$ cat config.mk
export PLATFORM = sky130hd
export DESIGN_NAME = switch_stage
export DESIGN_NICKNAME = d
export VERILOG_FILES = /design/src/logic/switch_pkg.sv /design/src/logic/switch_stage.sv /design/src/logic/action_resolver.sv /design/src/logic/flow_table.sv /design/src/logic/ingress_queue.sv
export SDC_FILE = /design/constraint.sdc
export NUM_CORES = 1
export LEC_CHECK = 0
export BUFFER_PORTS_ARGS = -buffer_cell sky130_fd_sc_hd__buf_4
export CORE_ASPECT_RATIO = 2
export CORE_UTILIZATION = 46
export DETAILED_ROUTE_END_ITERATION = 10
export SETUP_SLACK_MARGIN = 0.05
export SLEW_MARGIN = 20
export SYNTH_ARGS = -nofsm -noshare
export SYNTH_HDL_FRONTEND = slang
export SYNTH_HIERARCHICAL = 1
export SYNTH_SLANG_ARGS = --single-unit
$ cat constraint.sdc
create_clock -name clk -period 15.5 [get_ports clk]
set_clock_uncertainty 0.15 [all_clocks]
set_input_delay 3.1 -clock clk [delete_from_list [all_inputs] [get_ports clk]]
set_output_delay 3.1 -clock clk [all_outputs]
set_load 0.03 [all_outputs]
$ cat src/logic/switch_pkg.sv
`default_nettype none

package switch_pkg;

    // packet header, byte 0 sits in the top bits
    localparam int HDR_BYTES = 16;
    localparam int HDR_BITS = HDR_BYTES * 8;
    typedef logic [HDR_BITS - 1:0] hdr_t;

    localparam int NUM_PORTS = 4;
    typedef logic [NUM_PORTS - 1:0] port_mask_t;
    localparam port_mask_t FLOOD_MASK = '1;

    // fixed key positions
    localparam int KEY_BITS = 16;
    typedef logic [KEY_BITS - 1:0] flow_key_t;
    localparam int DST_KEY_OFF = 0;
    localparam int SRC_KEY_OFF = 2;

    localparam int DATA_BITS = 8;
    typedef logic [DATA_BITS - 1:0] entry_data_t;

    localparam int TABLE_ENTRIES = 8;
    localparam int IDX_BITS = $clog2(TABLE_ENTRIES);
    typedef logic [IDX_BITS - 1:0] entry_idx_t;

    typedef logic [0:0] table_sel_t;
    localparam table_sel_t DST_TABLE = 1'b0;
    localparam table_sel_t ACL_TABLE = 1'b1;

    // controller write, one entry per cycle
    typedef struct packed {
        logic        en;
        table_sel_t  sel;
        entry_idx_t  idx;
        logic        valid;
        flow_key_t   key;
        entry_data_t data;
    } ctrl_wr_t;

    typedef struct packed {
        logic        hit;
        entry_data_t data;
    } lookup_res_t;

    typedef struct packed {
        hdr_t       hdr;
        port_mask_t ports;
    } egress_pkt_t;

    // credits and counters
    localparam int IN_DEPTH = 4;
    localparam int IN_PTR_BITS = $clog2(IN_DEPTH);
    typedef logic [IN_PTR_BITS - 1:0] in_ptr_t;
    localparam int OUT_CREDITS = 2;
    typedef logic [2:0] credit_cnt_t;
    typedef logic [15:0] drop_cnt_t;

endpackage

`default_nettype wire
$ cat src/logic/switch_stage.sv
`timescale 1ns/1ps
`default_nettype none

module switch_stage
    import switch_pkg::*;
(
    input  wire         clk,
    input  wire         rst_n_i,
    // sender
    input  wire         pkt_valid_i,
    input  hdr_t        pkt_hdr_i,
    output logic        in_credit_o,
    // controller
    input  ctrl_wr_t    ctrl_wr_i,
    // downstream
    output logic        pkt_valid_o,
    output egress_pkt_t pkt_o,
    input  wire         out_credit_i,
    output drop_cnt_t   drop_cnt_o
);

    logic        head_valid;
    hdr_t        head_hdr;
    logic        pop;
    lookup_res_t dst_res;
    lookup_res_t acl_res;

    ingress_queue in_queue (
        .clk(clk),
        .rst_n_i(rst_n_i),
        .push_i(pkt_valid_i),
        .push_hdr_i(pkt_hdr_i),
        .pop_i(pop),
        .head_valid_o(head_valid),
        .head_hdr_o(head_hdr),
        .in_credit_o(in_credit_o)
    );

    // destination key to port mask
    flow_table #(
        .TABLE_ID(DST_TABLE),
        .KEY_OFF(DST_KEY_OFF)
    ) dst_table (
        .clk(clk),
        .rst_n_i(rst_n_i),
        .ctrl_wr_i(ctrl_wr_i),
        .lookup_i(pop),
        .lookup_hdr_i(head_hdr),
        .result_o(dst_res)
    );

    // source key to permit or deny
    flow_table #(
        .TABLE_ID(ACL_TABLE),
        .KEY_OFF(SRC_KEY_OFF)
    ) acl_table (
        .clk(clk),
        .rst_n_i(rst_n_i),
        .ctrl_wr_i(ctrl_wr_i),
        .lookup_i(pop),
        .lookup_hdr_i(head_hdr),
        .result_o(acl_res)
    );

    action_resolver resolver (
        .clk(clk),
        .rst_n_i(rst_n_i),
        .head_valid_i(head_valid),
        .head_hdr_i(head_hdr),
        .pop_o(pop),
        .dst_res_i(dst_res),
        .acl_res_i(acl_res),
        .out_credit_i(out_credit_i),
        .pkt_valid_o(pkt_valid_o),
        .pkt_o(pkt_o),
        .drop_cnt_o(drop_cnt_o)
    );

endmodule

`default_nettype wire

$ cat src/logic/action_resolver.sv
`timescale 1ns/1ps
`default_nettype none

module action_resolver
    import switch_pkg::*;
(
    input  wire         clk,
    input  wire         rst_n_i,
    // ingress queue head
    input  wire         head_valid_i,
    input  hdr_t        head_hdr_i,
    output logic        pop_o,
    // lookup results, one cycle after pop
    input  lookup_res_t dst_res_i,
    input  lookup_res_t acl_res_i,
    // egress side
    input  wire         out_credit_i,
    output logic        pkt_valid_o,
    output egress_pkt_t pkt_o,
    output drop_cnt_t   drop_cnt_o
);

    credit_cnt_t credit_cnt;
    credit_cnt_t credit_next;

    // header waiting for its lookups
    logic        stg_valid;
    hdr_t        stg_hdr;

    logic        deny;
    logic        stg_drop;
    logic        stg_fwd;
    port_mask_t  fwd_mask;

    // issue only with a reserved egress credit
    assign pop_o = head_valid_i && (credit_cnt != '0);

    assign deny = acl_res_i.hit && acl_res_i.data[0];
    assign stg_drop = stg_valid && deny;
    assign stg_fwd = stg_valid && !deny;
    assign fwd_mask = dst_res_i.hit ? dst_res_i.data[NUM_PORTS - 1:0] : FLOOD_MASK;

    always_comb begin
        credit_next = credit_cnt;
        if (pop_o) begin
            credit_next = credit_next - 1'b1;
        end
        if (out_credit_i) begin
            credit_next = credit_next + 1'b1;
        end
        // dropped packet hands its credit back
        if (stg_drop) begin
            credit_next = credit_next + 1'b1;
        end
    end

    always_ff @(posedge clk or negedge rst_n_i) begin
        if (!rst_n_i) begin
            credit_cnt <= credit_cnt_t'(OUT_CREDITS);
        end else begin
            credit_cnt <= credit_next;
        end
    end

    // align the header with the table results
    always_ff @(posedge clk or negedge rst_n_i) begin
        if (!rst_n_i) begin
            stg_valid <= 1'b0;
        end else begin
            stg_valid <= pop_o;
        end
    end

    always_ff @(posedge clk) begin
        if (pop_o) begin
            stg_hdr <= head_hdr_i;
        end
    end

    // output stage
    always_ff @(posedge clk or negedge rst_n_i) begin
        if (!rst_n_i) begin
            pkt_valid_o <= 1'b0;
            drop_cnt_o <= '0;
        end else begin
            pkt_valid_o <= stg_fwd;
            if (stg_drop) begin
                drop_cnt_o <= drop_cnt_o + 1'b1;
            end
        end
    end

    always_ff @(posedge clk) begin
        if (stg_fwd) begin
            pkt_o.hdr <= stg_hdr;
            pkt_o.ports <= fwd_mask;
        end
    end

    // downstream never returns more than it was given
    assert property (@(posedge clk) disable iff (!rst_n_i)
        credit_cnt <= credit_cnt_t'(OUT_CREDITS))
        else $error("egress credit count %0d above limit", credit_cnt);

    // empty pool stays empty until something comes back
    assert property (@(posedge clk) disable iff (!rst_n_i)
        (credit_cnt == '0 && !out_credit_i && !stg_drop) |=> (credit_cnt == '0))
        else $error("egress credit count wrapped below zero");

endmodule

`default_nettype wire

$ cat src/logic/flow_table.sv
`timescale 1ns/1ps
`default_nettype none

module flow_table
    import switch_pkg::*;
#(
    parameter table_sel_t TABLE_ID = DST_TABLE,
    parameter int         KEY_OFF = 0
) (
    input  wire         clk,
    input  wire         rst_n_i,
    // controller writes
    input  ctrl_wr_t    ctrl_wr_i,
    // lookup request
    input  wire         lookup_i,
    input  hdr_t        lookup_hdr_i,
    output lookup_res_t result_o
);

    // top bit of the key inside the header
    localparam int KEY_MSB = HDR_BITS - 1 - 8 * KEY_OFF;

    logic [TABLE_ENTRIES - 1:0] ent_valid;
    flow_key_t                  ent_key [TABLE_ENTRIES];
    entry_data_t                ent_data [TABLE_ENTRIES];

    logic                       wr_hit;
    flow_key_t                  lookup_key;
    logic [TABLE_ENTRIES - 1:0] match_vec;
    logic                       match_hit;
    entry_data_t                match_data;

    assign wr_hit = ctrl_wr_i.en && (ctrl_wr_i.sel == TABLE_ID);
    assign lookup_key = lookup_hdr_i[KEY_MSB -: KEY_BITS];

    // entry valid bits
    always_ff @(posedge clk or negedge rst_n_i) begin
        if (!rst_n_i) begin
            ent_valid <= '0;
        end else if (wr_hit) begin
            ent_valid[ctrl_wr_i.idx] <= ctrl_wr_i.valid;
        end
    end

    always_ff @(posedge clk) begin
        if (wr_hit) begin
            ent_key[ctrl_wr_i.idx] <= ctrl_wr_i.key;
            ent_data[ctrl_wr_i.idx] <= ctrl_wr_i.data;
        end
    end

    // compare all entries at once
    always_comb begin
        for (int i = 0; i < TABLE_ENTRIES; i++) begin
            match_vec[i] = ent_valid[i] && (ent_key[i] == lookup_key);
        end
    end

    // lowest index wins, so scan downwards
    always_comb begin
        match_hit = 1'b0;
        match_data = '0;
        for (int i = TABLE_ENTRIES - 1; i >= 0; i--) begin
            if (match_vec[i]) begin
                match_hit = 1'b1;
                match_data = ent_data[i];
            end
        end
    end

    always_ff @(posedge clk or negedge rst_n_i) begin
        if (!rst_n_i) begin
            result_o <= '0;
        end else if (lookup_i) begin
            result_o.hit <= match_hit;
            result_o.data <= match_data;
        end
    end

    assert property (@(posedge clk) disable iff (!rst_n_i)
        wr_hit |-> (int'(ctrl_wr_i.idx) < TABLE_ENTRIES))
        else $error("table %0d write index %0d out of range", TABLE_ID, ctrl_wr_i.idx);

endmodule

`default_nettype wire

$ cat src/logic/ingress_queue.sv
`timescale 1ns/1ps
`default_nettype none

module ingress_queue
    import switch_pkg::*;
(
    input  wire  clk,
    input  wire  rst_n_i,
    // sender side
    input  wire  push_i,
    input  hdr_t push_hdr_i,
    // resolver side
    input  wire  pop_i,
    output logic head_valid_o,
    output hdr_t head_hdr_o,
    // one credit back per pop
    output logic in_credit_o
);

    hdr_t        mem [IN_DEPTH];
    in_ptr_t     wr_ptr;
    in_ptr_t     rd_ptr;
    credit_cnt_t count;
    logic        full;
    logic        do_pop;

    function automatic in_ptr_t ptr_inc(input in_ptr_t ptr);
        if (ptr == in_ptr_t'(IN_DEPTH - 1)) begin
            return '0;
        end
        return ptr + 1'b1;
    endfunction

    assign full = (count == credit_cnt_t'(IN_DEPTH));
    assign head_valid_o = (count != '0);
    assign head_hdr_o = mem[rd_ptr];
    assign do_pop = pop_i && head_valid_o;

    // header storage
    always_ff @(posedge clk) begin
        if (push_i && !full) begin
            mem[wr_ptr] <= push_hdr_i;
        end
    end

    always_ff @(posedge clk or negedge rst_n_i) begin
        if (!rst_n_i) begin
            wr_ptr <= '0;
            rd_ptr <= '0;
            count <= '0;
        end else begin
            if (push_i && !full) begin
                wr_ptr <= ptr_inc(wr_ptr);
            end
            if (do_pop) begin
                rd_ptr <= ptr_inc(rd_ptr);
            end
            case ({push_i && !full, do_pop})
                2'b10: count <= count + 1'b1;
                2'b01: count <= count - 1'b1;
                default: count <= count;
            endcase
        end
    end

    // credit goes back the cycle after the pop
    always_ff @(posedge clk or negedge rst_n_i) begin
        if (!rst_n_i) begin
            in_credit_o <= 1'b0;
        end else begin
            in_credit_o <= do_pop;
        end
    end

    // sender must hold a credit for every push
    assert property (@(posedge clk) disable iff (!rst_n_i) !(push_i && full))
        else $error("ingress push while queue full, sender overran its credits");

endmodule

`default_nettype wire

==> impl_metrics.env <==
export IMPL_status="finished, final reports clean"
export IMPL_power_mw=9.64
export IMPL_grt_pass1_wl_mm=132
export IMPL_layout_nets=2449
export IMPL_wl_mm=90.4
export IMPL_startpoint_type="input port"
export IMPL_syn_nets=2089
export IMPL_power_density_nw_per_um2=200
export IMPL_start_util_pct=46.4
export IMPL_ant_nets=0
export IMPL_crit_fanout=60
export IMPL_drt_iter0_drc=1379
export IMPL_syn_avg_cell_area_sq_um=21.6
export IMPL_arrival_ns=5.81
export IMPL_dp_hpwl_mm=57.3
export IMPL_stdcell_count=3534
export IMPL_fmax_mhz=177
export IMPL_final_common_cell="edfxtp_1"
export IMPL_p_leak_nw=16.3
export IMPL_row_count=155
export IMPL_ios=312
export IMPL_clk_path_buf_depth=3
export IMPL_syn_area_sq_um=41400
export IMPL_slew_headroom_pct=28.5
export IMPL_syn2layout_area_growth_pct=16.2
export IMPL_hold_path_class="flip-flop to flip-flop"
export IMPL_insertion_delay_ns=0.70
export IMPL_layout_common_cells="edfxtp_1, buf_4, xnor2_1, mux4_2, xor2_1"
export IMPL_track_usage_pct=20.0
export IMPL_tns_ns=0
export IMPL_drtPass1Iterations=5
export IMPL_worstMarginPinSlew_ns=1.07
export IMPL_viasPerCell=5.35
export IMPL_port_buffers=307
export IMPL_fillers=6960
export IMPL_cts_tree="done"
export IMPL_coreArea_sq_um=89200
export IMPL_drc=0
export IMPL_drive_gt1_share_pct=29.0
export IMPL_maxCapViolations=0
export IMPL_final_setup_viol_count=0
export IMPL_clkTransAtPathRegs_ns=0.07
export IMPL_grt_pass1_vias=20400
export IMPL_hold_violations=0
export IMPL_htreeDepth=3
export IMPL_period_share_pct=36.4
export IMPL_dieArea_sq_um=91300
export IMPL_final_max_slew_violation_count=0
export IMPL_clock_sinks=1120
export IMPL_vdd_drop_max_v=0.000137
export IMPL_rsz0062_at_grt="false"
export IMPL_routed_via_count=18900
export IMPL_grt_max_degree=61
export IMPL_cts_hold_buffers_added=0
export IMPL_die_x_microns=214
export IMPL_cts_resized_gates=0
export IMPL_root_buffer="clkbuf_16"
export IMPL_syn_inst=1915
export IMPL_antenna_found_initial=12
export IMPL_min_period_ns=5.64
export IMPL_yosysWarnings=6
export IMPL_dp_cells=3354
export IMPL_crit_required_ns=15.67
export IMPL_gr_total_overflow=0
export IMPL_routedWlPerCell_microns=25.6
export IMPL_place_congestion=0.839
export IMPL_r2r_slack_ns=10.11
export IMPL_postLayoutCoreUtil_pct=53.9
export IMPL_die_h_microns=426
export IMPL_endpoint_kind="flip-flop"
export IMPL_critPathKind="input port to flip-flop"
export IMPL_cts_buffers=96
export IMPL_cts_setup_buffers=0
state kept, by name, indices dropped and copies added, names as in the netlist:
name,flops
acl_table/ent_data,8
acl_table/ent_key,128
acl_table/ent_valid,8
acl_table/result_o,2
dst_table/ent_data,32
dst_table/ent_key,128
dst_table/ent_valid,8
dst_table/result_o,5
in_queue/count,3
in_queue/in_credit_o,1
in_queue/mem,512
in_queue/rd_ptr,2
in_queue/wr_ptr,2
resolver/credit_cnt,3
resolver/drop_cnt_o,16
resolver/pkt_o,132
resolver/pkt_valid_o,1
resolver/stg_hdr,128
resolver/stg_valid,1
worst max-delay path, cell delays in order:
cell and delay [ns]:
buf_4 0.09, a21boi_1 0.41, and2_4 0.49, buf_4 0.80, buf_4 0.73
where the power goes:
group          leakage [nW]  internal [mW]  switching [mW]
clock network          1.52           1.31            1.09
registers              10.6           4.26           0.269
logic                  4.11          0.993            1.72
final timing paths:
| kind | startpoint | end | depth (start not counted) |
|---|---|---|---|
| hold reg to reg | resolver/stg_hdr[109]$_DFFE_PN_ | resolver/pkt_o[113]$_DFFE_PP_ | 0 |
| min in group asynchronous | rst_n_i | dst_table/ent_valid[3]$_DFFE_PN0P_ | 1 |
| hold / removal | resolver/stg_hdr[109]$_DFFE_PN_ | resolver/pkt_o[113]$_DFFE_PP_ | 0 |
| max in group asynchronous | rst_n_i | in_queue/rd_ptr[1]$_DFFE_PN0P_ | 1 |
| setup / recovery | pkt_valid_i | in_queue/mem[2][29]$_DFFE_PP_ | 5 |
| setup reg to reg | in_queue/rd_ptr[0]$_DFFE_PN0P_ | acl_table/result_o[0]$_DFFE_PN0P_ | 10 |
per-layer routing:
metal | GRT usage [%] | vias to the layer above | routed length [microns]
met5 | 0 | - | 153
met2 | 35.9 | 509 | 47700
met4 | 7.65 | 22 | 2660
li1 | - | 8277 | -
met3 | 6.13 | 161 | 6510
met1 | 22.2 | 9952 | 33400
area by class of cell:
| type | instances | area [sq um] | share of cell area [%] |
|---|---|---|---|
| flip-flops and latches | 1120 | 33400 | 69.4 |
| multi-input cells | 704 | 7510 | 15.6 |
| clock buffers | 116 | 2540 | 5.28 |
| repair buffers | 338 | 2540 | 5.28 |
| well taps | 1177 | 1470 | 3.06 |
| clock inverters | 62 | 577 | 1.20 |
| inverters | 15 | 61.3 | 0.128 |
| diodes | 2 | 5.00 | 0.0104 |
per-stage QoR:
step	instance area, sq um	setup slack (ns)	hold WS [ns]
global route	48100	9.68	0.267
global placement	45000	9.17	0.254
CTS	48100	9.86	0.253
floorplan	41400	4.25	0.250
detailed placement	45000	9.10	0.255
finish	48100	9.86	0.254
No activity file was read; power rests on OpenSTA's default activity.
